File: src/verilog/ics_bus_defs.svh
/*
 * Peripheral bus constants
 * Bus widths, the peripheral address map and register reset values
 */

`ifndef ICS_BUS_DEFS_SVH
`define ICS_BUS_DEFS_SVH

// Bus word sizes
`define ICS_DATA_W 32
`define ICS_ADDR_W 32

// Address bits that pick a peripheral region
`define ICS_REGION_LSB 16
`define ICS_REGION_MSB 19

`define ICS_REGION_DSP   4'd1
`define ICS_REGION_PAD   4'd2
`define ICS_REGION_FLASH 4'd3
`define ICS_REGION_AUDIO 4'd4

// Audio block sub-select, address bits 4..3
`define ICS_AUDIO_SEL_LSB       3
`define ICS_AUDIO_SEL_MSB       4
`define ICS_AUDIO_SEL_YM        2'd0
`define ICS_AUDIO_SEL_PRESCALER 2'd1

// Flash control word after reset: inactive, chip select high
`define ICS_FLASH_CTRL_RESET 32'h0000_0200
`define ICS_PRESCALER_RESET  32'h0000_0000

`endif

File: src/verilog/ics_bus_pkg.sv
/*
 * Peripheral bus types
 * Address, data and strobe words of the CPU memory bus and the
 * decoded peripheral select
 */

`include "ics_bus_defs.svh"

package ics_bus_pkg;

    // Raw bus words
    typedef logic [`ICS_ADDR_W-1:0] bus_addr_t;
    typedef logic [`ICS_DATA_W-1:0] bus_data_t;

    // One strobe per byte lane
    typedef logic [`ICS_DATA_W/8-1:0] bus_wstrb_t;

    // Peripheral selected by the region field of an access
    typedef enum logic [2:0] {
        PERIPH_NONE  = 3'd0,
        PERIPH_DSP   = 3'd1,
        PERIPH_PAD   = 3'd2,
        PERIPH_FLASH = 3'd3,
        PERIPH_AUDIO = 3'd4
    } periph_sel_t;

endpackage

File: src/verilog/ics_periph_pkg.sv
/*
 * Peripheral register types
 * Multiplier operands, the flash bit-bang control word and the
 * audio chip write latch
 */

package ics_periph_pkg;

    // Multiplier is signed only
    typedef logic signed [15:0] dsp_operand_t;
    typedef logic signed [31:0] dsp_product_t;

    // Flash control register as written by the CPU
    typedef struct packed {
        logic [15:0] reserved_hi;
        logic        active;
        logic [4:0]  reserved_lo;
        logic        csn;
        logic        clk;
        logic [3:0]  in_en;
        logic [3:0]  in;
    } flash_ctrl_fields_t;

    // Same word seen as raw bus data or as its fields
    typedef union packed {
        ics_bus_pkg::bus_data_t raw;
        flash_ctrl_fields_t     fields;
    } flash_ctrl_word_u;

    // Chip register write, laid out as {a0, data byte}
    typedef logic [8:0] ym_write_t;

endpackage

File: src/verilog/dsp_multiplier.sv
/*
 * DSP multiplier
 * Two signed 16-bit operand registers and a registered 32-bit product
 */

`timescale 1ns/1ps

module dsp_multiplier (
    input  logic                  cpu_clk,
    input  logic                  dsp_write_en,
    input  ics_bus_pkg::bus_addr_t mem_addr,
    input  ics_bus_pkg::bus_data_t mem_wdata,
    output ics_bus_pkg::bus_data_t dsp_rdata
);

    ics_periph_pkg::dsp_operand_t operand_a;
    ics_periph_pkg::dsp_operand_t operand_b;
    ics_periph_pkg::dsp_product_t product;

    // Address bit 2 picks operand B, otherwise operand A
    always_ff @(posedge cpu_clk) begin
        if (dsp_write_en && !mem_addr[2]) begin
            operand_a <= ics_periph_pkg::dsp_operand_t'(mem_wdata[15:0]);
        end

        if (dsp_write_en && mem_addr[2]) begin
            operand_b <= ics_periph_pkg::dsp_operand_t'(mem_wdata[15:0]);
        end

        // Product tracks the operands one cycle behind
        product <= operand_a * operand_b;
    end

    assign dsp_rdata = ics_bus_pkg::bus_data_t'(product);

endmodule

File: src/verilog/flash_pad_io.sv
/*
 * Gamepad and flash control port
 * Gamepad latch/clock register and the CPU bit-bang flash control word
 */

`timescale 1ns/1ps

`include "ics_bus_defs.svh"

module flash_pad_io (
    input  logic                  cpu_clk,
    input  logic                  cpu_reset,
    input  logic                  pad_write_en,
    input  logic                  flash_write_en,
    input  ics_bus_pkg::bus_data_t mem_wdata,
    input  logic [1:0]            pad_data,
    input  logic                  user_button,
    input  logic [3:0]            flash_out,
    output ics_bus_pkg::bus_data_t pad_rdata,
    output ics_bus_pkg::bus_data_t flash_rdata,
    output logic                  pad_latch,
    output logic                  pad_clk,
    output logic                  flash_clk,
    output logic                  flash_csn,
    output logic [3:0]            flash_in,
    output logic [3:0]            flash_in_en
);

    logic [1:0] pad_ctrl;
    ics_periph_pkg::flash_ctrl_word_u flash_ctrl;

    always_ff @(posedge cpu_clk) begin
        if (cpu_reset) begin
            pad_ctrl <= 2'b00;
            flash_ctrl.raw <= `ICS_FLASH_CTRL_RESET;
        end else begin
            if (pad_write_en) begin
                pad_ctrl <= mem_wdata[1:0];
            end
            if (flash_write_en) begin
                flash_ctrl.raw <= mem_wdata;
            end
        end
    end

    assign pad_latch = pad_ctrl[0];
    assign pad_clk = pad_ctrl[1];

    // Idle flash bus unless the CPU holds control
    assign flash_clk = flash_ctrl.fields.active ? flash_ctrl.fields.clk : 1'b0;
    assign flash_csn = flash_ctrl.fields.active ? flash_ctrl.fields.csn : 1'b1;
    assign flash_in = flash_ctrl.fields.active ? flash_ctrl.fields.in : 4'h0;
    assign flash_in_en = flash_ctrl.fields.active ? flash_ctrl.fields.in_en : 4'h0;

    // flash_out comes from registered pads at the top of the chip
    assign pad_rdata = {{(`ICS_DATA_W-3){1'b0}}, user_button, pad_data};
    assign flash_rdata = {{(`ICS_DATA_W-4){1'b0}}, flash_out};

endmodule

File: src/verilog/ics_peripherals.sv
/*
 * Peripheral bus block
 * Bus controller with the multiplier, gamepad/flash port and audio
 * clock-enable blocks behind it
 */

`timescale 1ns/1ps

`include "ics_bus_defs.svh"

module ics_peripherals (
    input  logic                    cpu_clk,
    input  logic                    cpu_reset,
    input  logic                    mem_valid,
    input  logic [`ICS_ADDR_W-1:0]  mem_addr,
    input  logic [`ICS_DATA_W/8-1:0] mem_wstrb,
    input  logic [`ICS_DATA_W-1:0]  mem_wdata,
    input  logic [1:0]              pad_data,
    input  logic                    user_button,
    input  logic [3:0]              flash_out,
    output logic [`ICS_DATA_W-1:0]  mem_rdata,
    output logic                    mem_ready,
    output logic                    pad_latch,
    output logic                    pad_clk,
    output logic                    flash_clk,
    output logic                    flash_csn,
    output logic [3:0]              flash_in,
    output logic [3:0]              flash_in_en,
    output logic                    ym_cen,
    output logic                    ym_cen_p1,
    output logic                    ym_write_en,
    output logic                    ym_write_address,
    output logic [7:0]              ym_write_data
);

    logic dsp_write_en;
    logic pad_write_en;
    logic flash_write_en;
    logic audio_write_en;

    logic [`ICS_DATA_W-1:0] dsp_rdata;
    logic [`ICS_DATA_W-1:0] pad_rdata;
    logic [`ICS_DATA_W-1:0] flash_rdata;
    logic [`ICS_DATA_W-1:0] audio_rdata;

    peripheral_bus_ctrl peripheral_bus_ctrl_i (
        .cpu_clk(cpu_clk),
        .cpu_reset(cpu_reset),
        .mem_valid(mem_valid),
        .mem_addr(mem_addr),
        .mem_wstrb(mem_wstrb),
        .dsp_rdata(dsp_rdata),
        .pad_rdata(pad_rdata),
        .flash_rdata(flash_rdata),
        .audio_rdata(audio_rdata),
        .mem_ready(mem_ready),
        .mem_rdata(mem_rdata),
        .dsp_write_en(dsp_write_en),
        .pad_write_en(pad_write_en),
        .flash_write_en(flash_write_en),
        .audio_write_en(audio_write_en)
    );

    dsp_multiplier dsp_multiplier_i (
        .cpu_clk(cpu_clk),
        .dsp_write_en(dsp_write_en),
        .mem_addr(mem_addr),
        .mem_wdata(mem_wdata),
        .dsp_rdata(dsp_rdata)
    );

    flash_pad_io flash_pad_io_i (
        .cpu_clk(cpu_clk),
        .cpu_reset(cpu_reset),
        .pad_write_en(pad_write_en),
        .flash_write_en(flash_write_en),
        .mem_wdata(mem_wdata),
        .pad_data(pad_data),
        .user_button(user_button),
        .flash_out(flash_out),
        .pad_rdata(pad_rdata),
        .flash_rdata(flash_rdata),
        .pad_latch(pad_latch),
        .pad_clk(pad_clk),
        .flash_clk(flash_clk),
        .flash_csn(flash_csn),
        .flash_in(flash_in),
        .flash_in_en(flash_in_en)
    );

    ym_clock_enable ym_clock_enable_i (
        .cpu_clk(cpu_clk),
        .cpu_reset(cpu_reset),
        .audio_write_en(audio_write_en),
        .mem_addr(mem_addr),
        .mem_wdata(mem_wdata),
        .audio_rdata(audio_rdata),
        .ym_cen(ym_cen),
        .ym_cen_p1(ym_cen_p1),
        .ym_write_en(ym_write_en),
        .ym_write_address(ym_write_address),
        .ym_write_data(ym_write_data)
    );

endmodule

File: src/verilog/peripheral_bus_ctrl.sv
/*
 * Peripheral bus controller
 * Decodes the peripheral region, runs the fixed two-cycle access,
 * pulses the write strobes and multiplexes the read data
 */

`timescale 1ns/1ps

`include "ics_bus_defs.svh"

module peripheral_bus_ctrl (
    input  logic                   cpu_clk,
    input  logic                   cpu_reset,
    input  logic                   mem_valid,
    input  ics_bus_pkg::bus_addr_t  mem_addr,
    input  ics_bus_pkg::bus_wstrb_t mem_wstrb,
    input  ics_bus_pkg::bus_data_t  dsp_rdata,
    input  ics_bus_pkg::bus_data_t  pad_rdata,
    input  ics_bus_pkg::bus_data_t  flash_rdata,
    input  ics_bus_pkg::bus_data_t  audio_rdata,
    output logic                   mem_ready,
    output ics_bus_pkg::bus_data_t  mem_rdata,
    output logic                   dsp_write_en,
    output logic                   pad_write_en,
    output logic                   flash_write_en,
    output logic                   audio_write_en
);

    ics_bus_pkg::periph_sel_t sel_decoded;
    ics_bus_pkg::periph_sel_t sel_q;
    logic access_q;
    logic is_write;
    logic start;

    // Region field to peripheral select
    always_comb begin
        case (mem_addr[`ICS_REGION_MSB:`ICS_REGION_LSB])
            `ICS_REGION_DSP:   sel_decoded = ics_bus_pkg::PERIPH_DSP;
            `ICS_REGION_PAD:   sel_decoded = ics_bus_pkg::PERIPH_PAD;
            `ICS_REGION_FLASH: sel_decoded = ics_bus_pkg::PERIPH_FLASH;
            `ICS_REGION_AUDIO: sel_decoded = ics_bus_pkg::PERIPH_AUDIO;
            default:           sel_decoded = ics_bus_pkg::PERIPH_NONE;
        endcase
    end

    // Any byte strobe makes it a full-word write
    assign is_write = |mem_wstrb;

    // Valid is still high on the ready cycle, so that one can't start an access
    assign start = mem_valid && !access_q && !mem_ready;

    always_ff @(posedge cpu_clk) begin
        if (cpu_reset) begin
            access_q <= 1'b0;
            sel_q <= ics_bus_pkg::PERIPH_NONE;
            mem_ready <= 1'b0;
            dsp_write_en <= 1'b0;
            pad_write_en <= 1'b0;
            flash_write_en <= 1'b0;
            audio_write_en <= 1'b0;
        end else begin
            access_q <= start;
            mem_ready <= access_q;

            if (start) begin
                sel_q <= sel_decoded;
            end

            // Strobes line up with mem_ready
            dsp_write_en <= access_q && is_write && (sel_q == ics_bus_pkg::PERIPH_DSP);
            pad_write_en <= access_q && is_write && (sel_q == ics_bus_pkg::PERIPH_PAD);
            flash_write_en <= access_q && is_write && (sel_q == ics_bus_pkg::PERIPH_FLASH);
            audio_write_en <= access_q && is_write && (sel_q == ics_bus_pkg::PERIPH_AUDIO);
        end
    end

    // Read word of the selected peripheral, zero when unmapped
    always_comb begin
        case (sel_q)
            ics_bus_pkg::PERIPH_DSP:   mem_rdata = dsp_rdata;
            ics_bus_pkg::PERIPH_PAD:   mem_rdata = pad_rdata;
            ics_bus_pkg::PERIPH_FLASH: mem_rdata = flash_rdata;
            ics_bus_pkg::PERIPH_AUDIO: mem_rdata = audio_rdata;
            default:                   mem_rdata = '0;
        endcase
    end

    // Ready is a single-cycle pulse per access
    ready_single_pulse: assert property (
        @(posedge cpu_clk) disable iff (cpu_reset) mem_ready |=> !mem_ready
    ) else $error("mem_ready high on two consecutive cycles");

    // Only one datapath block may see a write at once
    write_strobe_onehot: assert property (
        @(posedge cpu_clk) disable iff (cpu_reset)
        $onehot0({dsp_write_en, pad_write_en, flash_write_en, audio_write_en})
    ) else $error("more than one peripheral write strobe active");

endmodule

File: src/verilog/ym_clock_enable.sv
/*
 * Audio chip clock enable and register write port
 * Fractional prescaler driving the chip clock enables, plus the latch
 * that holds one chip register write
 */

`timescale 1ns/1ps

`include "ics_bus_defs.svh"

module ym_clock_enable (
    input  logic                  cpu_clk,
    input  logic                  cpu_reset,
    input  logic                  audio_write_en,
    input  ics_bus_pkg::bus_addr_t mem_addr,
    input  ics_bus_pkg::bus_data_t mem_wdata,
    output ics_bus_pkg::bus_data_t audio_rdata,
    output logic                  ym_cen,
    output logic                  ym_cen_p1,
    output logic                  ym_write_en,
    output logic                  ym_write_address,
    output logic [7:0]            ym_write_data
);

    logic [1:0] sub_sel;
    logic ym_write;
    logic prescaler_write;
    ics_bus_pkg::bus_data_t prescaler;
    logic [32:0] fraction;
    logic [32:0] fraction_sum;
    logic tick;
    logic cen_p1_toggle;
    ics_periph_pkg::ym_write_t ym_write_q;

    assign sub_sel = mem_addr[`ICS_AUDIO_SEL_MSB:`ICS_AUDIO_SEL_LSB];
    assign ym_write = audio_write_en && (sub_sel == `ICS_AUDIO_SEL_YM);
    assign prescaler_write = audio_write_en && (sub_sel == `ICS_AUDIO_SEL_PRESCALER);

    assign audio_rdata = (sub_sel == `ICS_AUDIO_SEL_PRESCALER) ? prescaler : '0;

    assign fraction_sum = fraction + {1'b0, prescaler};

    // Bit 32 acts as the overflow flag and is consumed the cycle it is seen
    always_ff @(posedge cpu_clk) begin
        if (cpu_reset) begin
            prescaler <= `ICS_PRESCALER_RESET;
            fraction <= '0;
            tick <= 1'b0;
        end else begin
            if (prescaler_write) begin
                prescaler <= mem_wdata;
            end
            tick <= fraction[32];
            fraction <= {fraction[32] ? 1'b0 : fraction_sum[32], fraction_sum[31:0]};
        end
    end

    // Full-rate enable and the half-rate one for the second phase
    always_ff @(posedge cpu_clk) begin
        if (cpu_reset) begin
            ym_cen <= 1'b0;
            ym_cen_p1 <= 1'b0;
            cen_p1_toggle <= 1'b0;
        end else begin
            ym_cen <= tick;
            ym_cen_p1 <= tick && cen_p1_toggle;
            if (tick) begin
                cen_p1_toggle <= !cen_p1_toggle;
            end
        end
    end

    // Chip writes don't wait for a clock enable
    always_ff @(posedge cpu_clk) begin
        if (cpu_reset) begin
            ym_write_en <= 1'b0;
        end else begin
            ym_write_en <= ym_write;
        end
    end

    always_ff @(posedge cpu_clk) begin
        if (ym_write) begin
            ym_write_q <= {mem_addr[2], mem_wdata[7:0]};
        end
    end

    assign ym_write_address = ym_write_q[8];
    assign ym_write_data = ym_write_q[7:0];

    p1_within_cen: assert property (
        @(posedge cpu_clk) disable iff (cpu_reset) ym_cen_p1 |-> ym_cen
    ) else $error("ym_cen_p1 pulsed without ym_cen");

endmodule
File: config.mk
export PLATFORM = sky130hd
export DESIGN_NAME = ics_peripherals
export DESIGN_NICKNAME = d
export VERILOG_FILES = /design/src/verilog/ics_bus_pkg.sv /design/src/verilog/ics_periph_pkg.sv /design/src/verilog/dsp_multiplier.sv /design/src/verilog/flash_pad_io.sv /design/src/verilog/ics_peripherals.sv /design/src/verilog/peripheral_bus_ctrl.sv /design/src/verilog/ym_clock_enable.sv
export VERILOG_INCLUDE_DIRS = /design/src /design/src/verilog
export SDC_FILE = /design/constraint.sdc
export NUM_CORES = 1
export LEC_CHECK = 0
export ABC_AREA = 1
export BUFFER_PORTS_ARGS = -buffer_cell sky130_fd_sc_hd__buf_4
export CAP_MARGIN = 0
export CORE_ASPECT_RATIO = 1.2
export CORE_MARGIN = 8
export CORE_UTILIZATION = 25
export DETAILED_ROUTE_END_ITERATION = 8
export REMOVE_ABC_BUFFERS = 1
export SLEW_MARGIN = 20
export SYNTH_ARGS = -nofsm -noshare
export SYNTH_HDL_FRONTEND = slang
export SYNTH_SLANG_ARGS = --single-unit
File: constraint.sdc
create_clock -name cpu_clk -period 12.8 [get_ports cpu_clk]
set_input_delay 0.64 -clock cpu_clk [delete_from_list [all_inputs] [get_ports cpu_clk]]
set_output_delay 0.64 -clock cpu_clk [all_outputs]
set_load 0.01 [all_outputs]
Word-level counts from Yosys, hierarchy flattened --
Index checks and enable logic that the tools add are counted.
Cells by class: multiply operators 1, mux-type cells 7, order comparisons 0, shift-type cells 0, bitwise gates (word level) 0, divide/modulo/power cells 0, add/subtract/negate cells 1, reduce and logical (&&, ||, !) cells 19, equality and inequality tests 9
Operator list (number):
- case mux 32 bit (4 select lines) | 1
- adder 33 x 32 -> 33 bit | 1
- multiplier 16 x 16 -> 32 bit | 1
- 2-to-1 mux 32 bit | 1
- logical AND 1 bit | 12
- case mux 3 bit (4 select lines) | 1
- equality test 4 x 2 -> 1 bit, second input constant | 2
- 2-to-1 mux 4 bit | 2
- equality test 3 x 2 -> 1 bit, second input constant | 2
- equality test 4 x 1 -> 1 bit, second input constant | 1
- equality test 4 x 3 -> 1 bit, second input constant | 1
- logical NOT 1 bit | 4
- OR reduction 4 bit | 1
- equality test 3 x 1 -> 1 bit, second input constant | 1
- equality test 3 bit, second input constant | 1
- equality test 2 x 1 -> 1 bit, second input constant | 1
- logical NOT 2 bit | 1
- 2-to-1 mux 1 bit | 2
- OR reduction 2 bit | 1
Storage, ports and cells: bits in latches 0, input port bits 78, bits in writable memories 0, memories 0, output and inout port bits 57, word-level logic and storage cells 58, memory bits (read-only) 0, register bits 170

Logic depth before layout (Yosys ltp) --
Gate-level depths: netlist of the first run.
depth after elaboration 3, gate-level depth with buffers 27, mapped depth without buffers 25

Hierarchy --
From an unflattened synthesis of the first run, not the netlist that was laid out.
Second synthesis, totals: cells, all modules 2867, area total of the unflattened synthesis 20492.2 um^2
Modules (own cells, without submodules):
- dsp_multiplier | area an instance 12469.5 um^2, cells an instance 1541, sequential area each 1601.5 um^2, instances 1
- ym_clock_enable | area an instance 4976.0 um^2, cells an instance 789, sequential area each 1671.6 um^2, instances 1
- peripheral_bus_ctrl | area an instance 1954.4 um^2, cells an instance 372, sequential area each 180.2 um^2, instances 1
- flash_pad_io | area an instance 1092.3 um^2, cells an instance 165, sequential area each 260.2 um^2, instances 1

Worst setup path before layout of the first run --
OpenSTA, ideal clock, no wires.
path type reg2reg, from register dsp_multiplier_i.operand_b[3], to register dsp_multiplier_i.product[31] (netlist: dsp_multiplier_i.dsp_rdata[31]), path buffers 2, required time 12.688 ns, stages on the path, launching flop included 23, clock period less this slack 5.471 ns, arrival time 5.359 ns, library setup time 0.112 ns, setup slack 7.329 ns, path through edfxtp_1 clkbuf_1 clkbuf_1 nand2_1 inv_1 fa_1 fa_1 inv_1 fa_1 fa_1 fa_1 fa_1 inv_1 ha_1 nand2_1 inv_1 nand3_1 nor3b_1 nand2_1 nand2_1 inv_1 nand2_1 nand2_1
On the way: longest elaborated chain between the ends 1
Ends and longest elaborated chain:
- from (decl) | RTL line dsp_multiplier.sv:17 | ics_periph_pkg::dsp_operand_t operand_b;
- from (signal assigned) | RTL line dsp_multiplier.sv:27 | operand_b <= ics_periph_pkg::dsp_operand_t'(mem_wdata[15:0]);
- multiplier 16 x 16 -> 32 bit | RTL line dsp_multiplier.sv:31 | product <= operand_a * operand_b;
- to (signal assigned) | RTL line dsp_multiplier.sv:31
- to (decl) | RTL line dsp_multiplier.sv:18 | ics_periph_pkg::dsp_product_t product;
No other way between the ends. A chain may end at the register's enable or synchronous reset.

Final worst setup path of the first run --
from register dsp_multiplier_i.operand_b[1], to register dsp_multiplier_i.product[31] (netlist: dsp_multiplier_i.dsp_rdata[31])
The elaborated chain is that of the path after synthesis.

==> run metrics, run 1 <==
Leakage about 11 nW; hpwl dp 42970 um; Final period util 49.00%; Post-DRT Antenna Nets 0; P_int 0.0008807 W; WL final 51880 um; Psw between 0.0003 and 0.0004 W; Comb pwr share 11.1%; routed wl met2 24190 um; pwr dens 57.89 nW/um^2; Avg Cell Area, Syn 7.552 um^2; Worst Path Buf+Inv 5; Seq pwr share 46.3%; first-pass GRT wire length 83450 um; flops & latches, synth between 150 and 200; final slew viol count 0; clk_skew ~0.012 ns; CP cell instances nand2_1 > inv_1 > fa_1 > fa_1 > inv_1 > fa_1 > fa_1 > fa_1 > fa_1 > inv_1 > ha_1 > nand2_1 > inv_1 > nand3_1 > nor3b_1 > nand2_1 > nand2_1 > inv_1 > nand2_1 > nand2_1; Die ar. 82050 um^2; total track usage between 10% and 20%; initial antenna violation count 4; pin count of the biggest net entering global routing 70; Max-cap violations 0; sequential area share after synthesis 20.32%; Cell Area, Synth 18280 um^2; Placer Congestion 0.9185; # hold bufs at CTS 0; cell taking the most area after synthesis fa_1; Total Power 0.001194 W; cell with the most instances after synthesis nand2_1; actual slew at the worst max-slew pin between 0.9 and 1 ns; Worst EP arrival roughly 6.6 ns; DRT Pass-1 Iters 5; Fill cells 7853; Final Util 28.53%; H-tree depth 4; Net Sw Frac approximately a quarter; Setup-failing EPs final 0; # rows approximately 110; clock insertion delay at the later pin of the skew report 0.45 ns; Synth area leaders fa_1, dfxtp_1, nand2_1; CTS clock-pin slew for the worst setup and hold paths 0.07 ns; DR vias between 10000 and 15000; Hold WS 0.3725 ns; TritonCTS Buffers 17; type of the worst setup path reg2reg; largest delay contributor family on the critical path adder cells; crit-path max FO 16; post-route minimum period 6.272 ns; proportion of power drawn by the clock network 42.6%; status finished clean; CORE AREA about 72000 um^2; Post-synth EDFFs between 40 and 50; worst relative slew slack 35.18%; Yosys Warn Count 0; top layer in use met5; Root Driver clkbuf_16; PortBufs 109; worst hold path type in2reg; Highest Clock Rate 0.1594 GHz; Area Growth Syn to Fin 12.86%; vias in the first global route 15120; Worst path slowest cell fa_1; Post-synth top flop dfxtp_1; grt ovf 0; post-DR vias/cell around 4.3; nets@finish 2934; starting density of the core between 20% and 30%; # diodes 0; Metal-1 WL between 20000 and 25000 um; nature of the critical path endpoint register; DR WL met3 roughly 3600 um; crit path launch type register; maximum clock path buffer count 2; commonest cells in the netlist nand2_1, inv_1, fa_1; crit-path max cell delay 0.88 ns; routed length per instance between 15 and 20 um; Residual DRC 0; DIE HEIGHT 312.2 um; DRT iter0 DRCs 806; Ports 135; final setup TNS 0 ns; layout cells sized above 1 a little under 8%; CTS sink count between 150 and 200; unrepaired setup endpoints after global routing false; Syn Inst Count 2420; CTS tree done; Worst VDD drop between 0.09 and 0.1 mV; post-CTS resize count 0; Hold Violations, Final 0; Die Wd 262.8 um; Post-synth ARST share 0%; synth unique cells 43; Yosys top cell area share 28.81%; setup bufs post-CTS 0; Worst EP required 13.15 ns
## area by class of cell
| type | count | area [um^2] | share of cell area, % |
|---|---|---|---|
| inverter | 622 | 2335 | 11.32 |
| timing repair buffer | 121 | 908.4 | 4.404 |
| multi-input combinational | 1552 | 11930 | 57.85 |
| tap | 935 | 1170 | 5.671 |
| sequential | 165 | 3714 | 18.00 |
| clock inverter | 10 | 92.59 | 0.4489 |
| clock buffer | 22 | 475.5 | 2.305 |
## placed cells by master (no fill, tap or decap), drive strengths merged, types with 2 or more instances in the layout
cell / synthesis / final
o21ai: 93 / 93
o21a: 9 / 9
ha: 114 / 114
nand4: 13 / 13
inv: 621 / 625
clkbuf: 77 / 22
nor3: 18 / 18
dfxtp: 124 / 124
o2111ai: 3 / 3
xor2: 20 / 20
o21bai: 12 / 12
a211oi: 2 / 2
nand3b: 3 / 3
nor2: 153 / 153
clkinvlp: 0 / 2
nand2: 652 / 652
xnor2: 6 / 6
and3: 2 / 2
a21o: 4 / 4
edfxtp: 41 / 41
a21oi: 100 / 100
nand3: 60 / 60
clkinv: 1 / 4
fa: 263 / 263
nor3b: 5 / 5
and2: 8 / 8
buf: 4 / 121
or2: 4 / 4
a31oi: 2 / 2
## registers in the layout, indices dropped and copies added (netlist names), 2 cells and up
name / flops
dsp_multiplier_i.dsp_rdata: 32
ym_clock_enable_i.prescaler: 32
dsp_multiplier_i.operand_a: 16
flash_pad_io_i.pad_ctrl: 2
dsp_multiplier_i.operand_b: 16
ym_clock_enable_i.fraction: 33
flash_pad_io_i.flash_ctrl: 11
ym_clock_enable_i.ym_write_q: 9
peripheral_bus_ctrl_i.sel_q: 3
## kinds of logic (layout without fill, tap and decap cells)
logic type	after synthesis	in the layout	share of synthesized area, %
AOI/OAI and AO/OA	229	229	6.778
xor gates and xnor gates	26	26	1.246
and+or+nand+nor	920	920	20.58
buffers and inverters	703	775	14.47
adders and majority gates	377	377	36.61
DFF	165	165	20.32
## worst reg2reg max path: cells and delay by family (launching register included)
| family | cells | cell delay, ns |
|---|---|---|
| DFF | 1 | 0.81 |
| adders and majority gates | 7 | 3.82 |
| buffers and inverters | 5 | 0.52 |
| and+or+nand+nor | 8 | 1.02 |
## final timing paths
check / start / end / slack, ns / depth (start not counted)
worst min-delay path: mem_addr[4] / ym_clock_enable_i.ym_write_en / 0.37 / 2
worst min register to register: ym_clock_enable_i.fraction[32] / ym_clock_enable_i.tick / 0.43 / 2
worst max register to register: dsp_multiplier_i.operand_b[1] / dsp_multiplier_i.dsp_rdata[31] / 6.53 / 20
worst max-delay path: dsp_multiplier_i.operand_b[1] / dsp_multiplier_i.dsp_rdata[31] / 6.53 / 20
## stage by stage
stage / cells / cell area [um^2] / worst slack [ns]
floorplan: 2339 / 17970 / 7.380
global placement: 3395 / 20060 / 6.551
detailed placement: 3395 / 20060 / 6.536
CTS: 3427 / 20630 / 6.532
global route: 3427 / 20630 / 6.101
finish: 3427 / 20630 / 6.528
## power by group through the flow
stage          registers (W)  clock network (W)  logic [W]
6_report            0.000553           0.000509   0.000133
5_1_grt             0.000554           0.000536   0.000150
4_1_cts             0.000553           0.000520   0.000133
3_5_place_dp        0.000564                  0   0.000133
3_3_place_gp        0.000565                  0   0.000133
2_1_floorplan       0.000562                  0  0.0000759
## per-layer routing
| metal | GRT usage (%) | up-vias |
|---|---|---|
| met5 | 0 | - |
| met4 | 4.151 | 8 |
| met3 | 3.292 | 79 |
| met2 | 21.49 | 352 |
| met1 | 16.28 | 6952 |
| li1 | - | 7249 |
No activity file was read; power rests on OpenSTA's default activity.
==> inputs of run 2 (changes only) <==
==> constraint.sdc (replaced) <==
create_clock -name cpu_clk -period 5.5 [get_ports cpu_clk]
set_input_delay 0.275 -clock cpu_clk [delete_from_list [all_inputs] [get_ports cpu_clk]]
set_output_delay 0.275 -clock cpu_clk [all_outputs]
set_load 0.01 [all_outputs]
==> run 2 against run 1 <==
Global-route usage rose by 0.20 points. Worst setup slack got worse by 6.4 ns. Combinational power increased to 3.0 times the previous value. Highest routed layer is now met4.
==> run metrics, run 2 (synthesis gave the netlist of run 1 again) <==
largest delay contributor family on the critical path adder cells; Ports 135; Highest Clock Rate approximately 0.18 GHz; Seq pwr share 44.8%; Die ar. 82050 um^2; Root Driver clkbuf_16; status finished clean; hpwl dp 44360 um; Worst path slowest cell fa_1; Residual DRC 0; sequential standard cell area 3714 um^2; total track usage 13.11%; CTS tree done; DR vias ~15000; starting density of the core 25.28%; PortBufs 109; Post-Place Cells 3513; CTS clock-pin slew for the worst setup and hold paths 0.08 ns; post-DR vias/cell ~4.3; CTS sink count 165; Hold WS 0.04449 ns; routed length per instance 15.10 um; Worst VDD drop 0.2432 mV; max FFs per register 33; actual slew at the worst max-slew pin 0.9309 ns; Net Sw Frac 28.15%; worst hold path type in2reg; layout cells sized above 1 16.90%; worst relative slew slack 37.13%; type of the worst setup path reg2reg; Psw 0.0008093 W; proportion of power drawn by the clock network 41.3%; DRT Pass-1 Iters 5; Post-DRT Antenna Nets 0; Worst EP arrival 5.74 ns; crit-path max FO 7; crit-path max cell delay 0.60 ns; Final period util 98.39%; Hold Violations, Final 0; H-tree depth 4; final slew viol count 0; commonest non-fill, non-tap cell in the layout nand2_1; Max-cap violations 0; Leakage between 10 and 15 nW; pin count of the biggest net entering global routing 65; maximum clock path buffer count 2; clk_skew 0.01382 ns; Top cell by count, worst path fa_1; post-route minimum period between 5 and 6 ns; multi-input logic area 12380 um^2; clock insertion delay at the later pin of the skew report 0.46 ns; DIE HEIGHT 312.2 um; # rows approximately 110; CORE AREA 72290 um^2; final cell count without fillers 3577; Setup-failing EPs final 0; Worst EP required just under 6 ns; WL final 54020 um; Comb pwr share 13.9%; crit path launch type register; Area Growth Syn to Fin 22.91%; nets@finish 3081; most frequent cells in the layout nand2_1, inv_1, fa_1; initial antenna violation count 3; first-pass GRT wire length 85110 um; CP cell instances clkinvlp_4 > or2_4 > fa_1 > fa_1 > inv_1 > fa_1 > fa_1 > fa_1 > inv_2 > fa_1 > inv_2 > ha_4 > nand2_4 > nor2_4 > inv_1 > nor3_2 > buf_4 > nand3_2 > nand4_1 > nand2_1; Worst Path Buf+Inv 6; Placer Congestion 0.9232; Fill cells 7628; grt ovf 0; DRT iter0 DRCs 1008; P_int 0.002066 W; Most flops, register ym_clock_enable_i.fraction; pwr dens ~130 nW/um^2; Die Wd 262.8 um; vias in the first global route 15710; TritonCTS Buffers 17; unrepaired setup endpoints after global routing true; nature of the critical path endpoint register
==> run 2: cell count changes in the layout (fill, tap and decap cells not counted), moves of 8 or more <==
cell     change
buf_4      +119
nand2_1     -26
nand2_2     +20
inv_1       -19
ha_1        -18
inv_2       +18
buf_12      +17
ha_4        +16
fa_1        -14
fa_2        +14
nor2_1      -11
nor2_2       +8
==> run 2: final timing paths <==
kind / from / cells after the start / endpoint / slack [ns]
hold reg to reg: ym_clock_enable_i.fraction[32] / 2 / ym_clock_enable_i.tick / 0.45
setup reg to reg: dsp_multiplier_i.operand_b[15] / 20 / dsp_multiplier_i.dsp_rdata[27] / 0.09
hold / removal: mem_addr[2] / 1 / ym_clock_enable_i.ym_write_q[8] / 0.04
setup / recovery: dsp_multiplier_i.operand_b[15] / 20 / dsp_multiplier_i.dsp_rdata[27] / 0.09
==> run 2: final cells by class <==
class	instances	share of cell area [%]
well taps	935	5.208
flip-flops and latches	165	16.53
inverters	622	10.41
multi-input cells	1552	55.13
repair buffers	268	10.14
clock inverters	13	0.5236
clock buffers	19	2.022
diodes	3	0.03342
==> run 2: repair_timing <==
| action | CTS | global route |
|---|---|---|
| buffers inserted | 3 | 22 |
| hold buffers | 2 | 0 |
| pin swaps | 0 | 49 |
| gates resized for setup | 2 | 124 |
| cloned | 0 | 2 |
| hold endpoints to repair | 1 | 0 |
| setup endpoints to repair | 6 | 19 |
==> run 2: power by group through the flow <==
stage	clock network, W	logic (W)	registers, W
after global placement	0	0.000350	0.00132
after CTS	0.00122	0.000354	0.00129
after global routing	0.00127	0.000442	0.00129
final	0.00119	0.000399	0.00129
after detailed placement	0	0.000351	0.00132
after floorplan	0	0.000177	0.00131
==> run 2: metal layers <==
layer,vias up,part of all wire (%),GRT usage [%]
li1,7543,-,-
met1,7365,45,16.84
met2,361,47,22.25
met3,73,5.5,2.302
met4,0,2.7,4.176
met5,-,0,0
==> run 2: metrics by stage <==
stage,setup slack [ns],instance area (um^2),power (W),util (%),setup TNS [ns]
global placement,-0.01453,21150,0.001667,29.26,-0.02770
detailed placement,-0.05645,21150,0.001666,29.26,-0.1694
CTS,0.01504,21780,0.002861,30.13,0
finish,0.08871,22460,0.002875,31.07,0
floorplan,0.08018,17970,0.001484,-,0
global route,-0.09237,22460,0.003001,31.06,-0.5793
==> inputs of run 3 (changes only) <==
--- a/config.mk
+++ b/config.mk
@@ -6,7 +6,6 @@
 export SDC_FILE = /design/constraint.sdc
 export NUM_CORES = 1
 export LEC_CHECK = 0
-export ABC_AREA = 1
 export BUFFER_PORTS_ARGS = -buffer_cell sky130_fd_sc_hd__buf_4
 export CAP_MARGIN = 0
 export CORE_ASPECT_RATIO = 1.2
==> run 3 against run 2 <==
The flow now finishes with violations (setup timing). Maximum frequency shrank 11%. Non-clock buffer count grew 32. Area after synthesis shrank 9.6%. Register-to-register slack lost 0.68 ns. Global-route usage shrank 1.1 points. Critical endpoint is now dsp_multiplier_i.dsp_rdata[31]. Design area shrank 7.6%. Sequential power is essentially flat. Core utilization grew 0.56 points. Count of clock-buffer cells in the layout shrank 2. Largest power group unchanged.
==> run metrics, run 3 <==
mux contribution to synthesized area approximately 1.3%; Residual DRC 0; DR vias 12470; R2R Path End dsp_multiplier_i.dsp_rdata[31]; Worst VDD drop between 0.2 and 0.25 mV; Hold Violations, Final 0; pin count of the biggest net entering global routing 52; Max-cap violations 0; sequential area share after synthesis between 20% and 30%; Setup-failing EPs final 15; WL final 43890 um; unrepaired setup endpoints after global routing true; status complete, but fails checks; nets@finish ~2400; max FFs per register 33; PortBufs 109; worst relative slew slack 35.76%; DRT iter0 DRCs 564; post-route minimum period 6.089 ns; nature of the critical path endpoint register; cell with the most instances after synthesis inv_1; Area Growth Syn to Fin 25.53%; # rows 103; Critical Path Sink dsp_multiplier_i.dsp_rdata[31]; first-pass GRT wire length 72640 um; starting density of the core 25.20%; synth unique cells 67; Die Wd 250.7 um; Reg2Reg Setup Slack -0.59 ns; XOR/XNOR Fraction of Synth Area 3.020%; compound-cell area share of the yosys netlist between 9 and 10%; Worst EP required 5.88 ns; maximum clock path buffer count 2; Worst EP arrival approximately 6.5 ns; Ports 135; Post-synth top flop dfxtp_1; Final period util 110.7%; most frequent cells in the layout inv_1, buf_4, fa_1; actual slew at the worst max-slew pin a little under 1 ns; DIE HEIGHT 297.7 um; initial antenna violation count 1; DRT Pass-1 Iters 5; layout cells sized above 1 ~22%; cell taking the most area after synthesis fa_1; CP startpoint dsp_multiplier_i.operand_a[8]; Syn Inst Count 1716; worst hold path type in2reg; placed cell area 19340 um^2; clk_skew 0.01272 ns; total track usage 11.98%; crit path launch type register; Worst Slack Setup Final -0.5892 ns; CORE AREA about 66000 um^2; # hold bufs at CTS 0; reg2reg path depth 21; crit-path max FO 5; worst reg2reg path startpoint dsp_multiplier_i.operand_a[8]; Avg Cell Area, Syn between 9 and 10 um^2; pwr dens 140.0 nW/um^2; Most flops, register ym_clock_enable_i.fraction; Leakage approximately 9.8 nW; Hold WS 0.02982 ns; largest family of logic cells by synthesized area adder cells; Placer Congestion 0.8603; CTS clock-pin slew for the worst setup and hold paths 0.08 ns; Post-synth ARST share 0%; H-tree depth 4; post-synthesis adder-cell area fraction 40.48%; type of the worst setup path reg2reg; final slew viol count 0; commonest cells in the netlist inv_1, fa_1, nand2_1; post-DR vias/cell between 4 and 5; hpwl dp 36110 um; Highest Clock Rate ~0.16 GHz; post-route cell area 20750 um^2; Post-DRT Antenna Nets 0; Post-synth EDFFs 41; Cell Area, Synth 16530 um^2; Synth area leaders fa_1, dfxtp_1, ha_1; flops & latches, synth roughly 170; vias in the first global route 13810; Synth Area in Simple Gates 14.60%; clock insertion delay at the later pin of the skew report between 0.4 and 0.5 ns; TritonCTS Buffers 17; failing checks setup timing; CTS tree done; Yosys Warn Count 0; Place WS -0.6679 ns; Yosys top cell area share 31.85%; Fill cells between 6000 and 7000; Root Driver clkbuf_16; # diodes 0; CTS sink count 165; Die ar. 74630 um^2; routed length per instance 15.52 um; grt ovf 0; commonest non-fill, non-tap cell in the layout inv_1
## run 3: cell count changes after synthesis, sizes merged, moves of 12 or more
cell and change:
a21o +27, a22o +28, and2 +134, clkbuf -22, inv -318, mux2i +13
nand2 -451, nand3 -46, nand4 -12, nor2 -81, nor2b +21, o21ai -60
xnor2 +30
## run 3: worst min path at each step
stage,cells after the start,startpoint,slack (ns),end
2_1_floorplan,1,cpu_reset,0.34,ym_clock_enable_i.fraction[1]
3_3_place_gp,2,ym_clock_enable_i.prescaler[16],0.47,ym_clock_enable_i.prescaler[16]
3_5_place_dp,1,ym_clock_enable_i.fraction[32],0.47,ym_clock_enable_i.tick
4_1_cts,1,mem_addr[2],0.01,ym_clock_enable_i.ym_write_q[8]
5_1_grt,1,mem_addr[2],0.01,ym_clock_enable_i.ym_write_q[8]
6_report,1,mem_addr[2],0.03,ym_clock_enable_i.ym_write_q[8]
## run 3: worst max-delay path: stages, from the launching register on
cell	delay (ns)
edfxtp_1	0.52
buf_6	0.18
buf_4	0.15
and2_4	0.16
fa_1	0.52
fa_1	0.44
fa_1	0.55
fa_1	0.46
fa_1	0.50
inv_1	0.05
fa_1	0.48
inv_1	0.06
ha_4	0.21
a21o_1	0.17
a21oi_1	0.17
o21ai_1	0.10
a31o_1	0.20
a41o_4	0.26
a2111o_1	0.39
a21o_1	0.19
a21oi_2	0.14
xnor2_1	0.12
## run 3: logic make-up (layout without fill, tap and decap cells)
kind of cell	count (synthesis)	after routing
buffers and inverters	363	635
flip-flops	165	165
AND/OR/NAND/NOR	496	496
XOR/XNOR	57	57
AO/OA/AOI/OAI	237	237
multiplexers	21	21
adder cells (fa/ha/maj)	377	377
## run 3: report_power, final
part / internal [W] / switching, W
logic: 0.000189 / 0.000192
clock network: 0.000652 / 0.000579
registers: 0.00128 / 0.0000162
total: 0.00212 / 0.000788
## run 3: per-layer routing
metal	global-route usage [%]	up-vias	part of all wire [%]
li1	-	5895	-
met1	14.14	6272	41
met2	22.19	228	53
met3	1.063	74	2.5
met4	4.535	0	3.2
met5	0	-	0
## run 3: what timing repair did
action | 4_1_cts | 5_1_grt
pin swaps | 43 | 66
gates resized for setup | 52 | 77
endpoints found under the setup margin | 15 | 18
buffers inserted | 31 | 13
## run 3: area by class of cell
cell class                 count  area, um^2  area share (%)
multi-input combinational   1188       11840           57.05
sequential                   165        3714           17.90
timing repair buffer         300        2402           11.58
inverter                     303        1137           5.482
tap                          840        1051           5.066
clock buffer                  17       425.4           2.050
clock inverter                15       181.4          0.8744
## run 3: stage by stage
stage | TNS, ns | utilization, % | total power (W) | std cells
5_1_grt | -6.943 | 31.63 | 0.003020 | 2828
4_1_cts | -4.980 | 31.03 | 0.002904 | 2816
3_5_place_dp | -5.365 | 29.48 | 0.001644 | 2755
2_1_floorplan | -1.935 | - | 0.001481 | 1656
3_3_place_gp | -5.340 | 29.48 | 0.001643 | 2755
6_report | -4.545 | 31.63 | 0.002906 | 2828
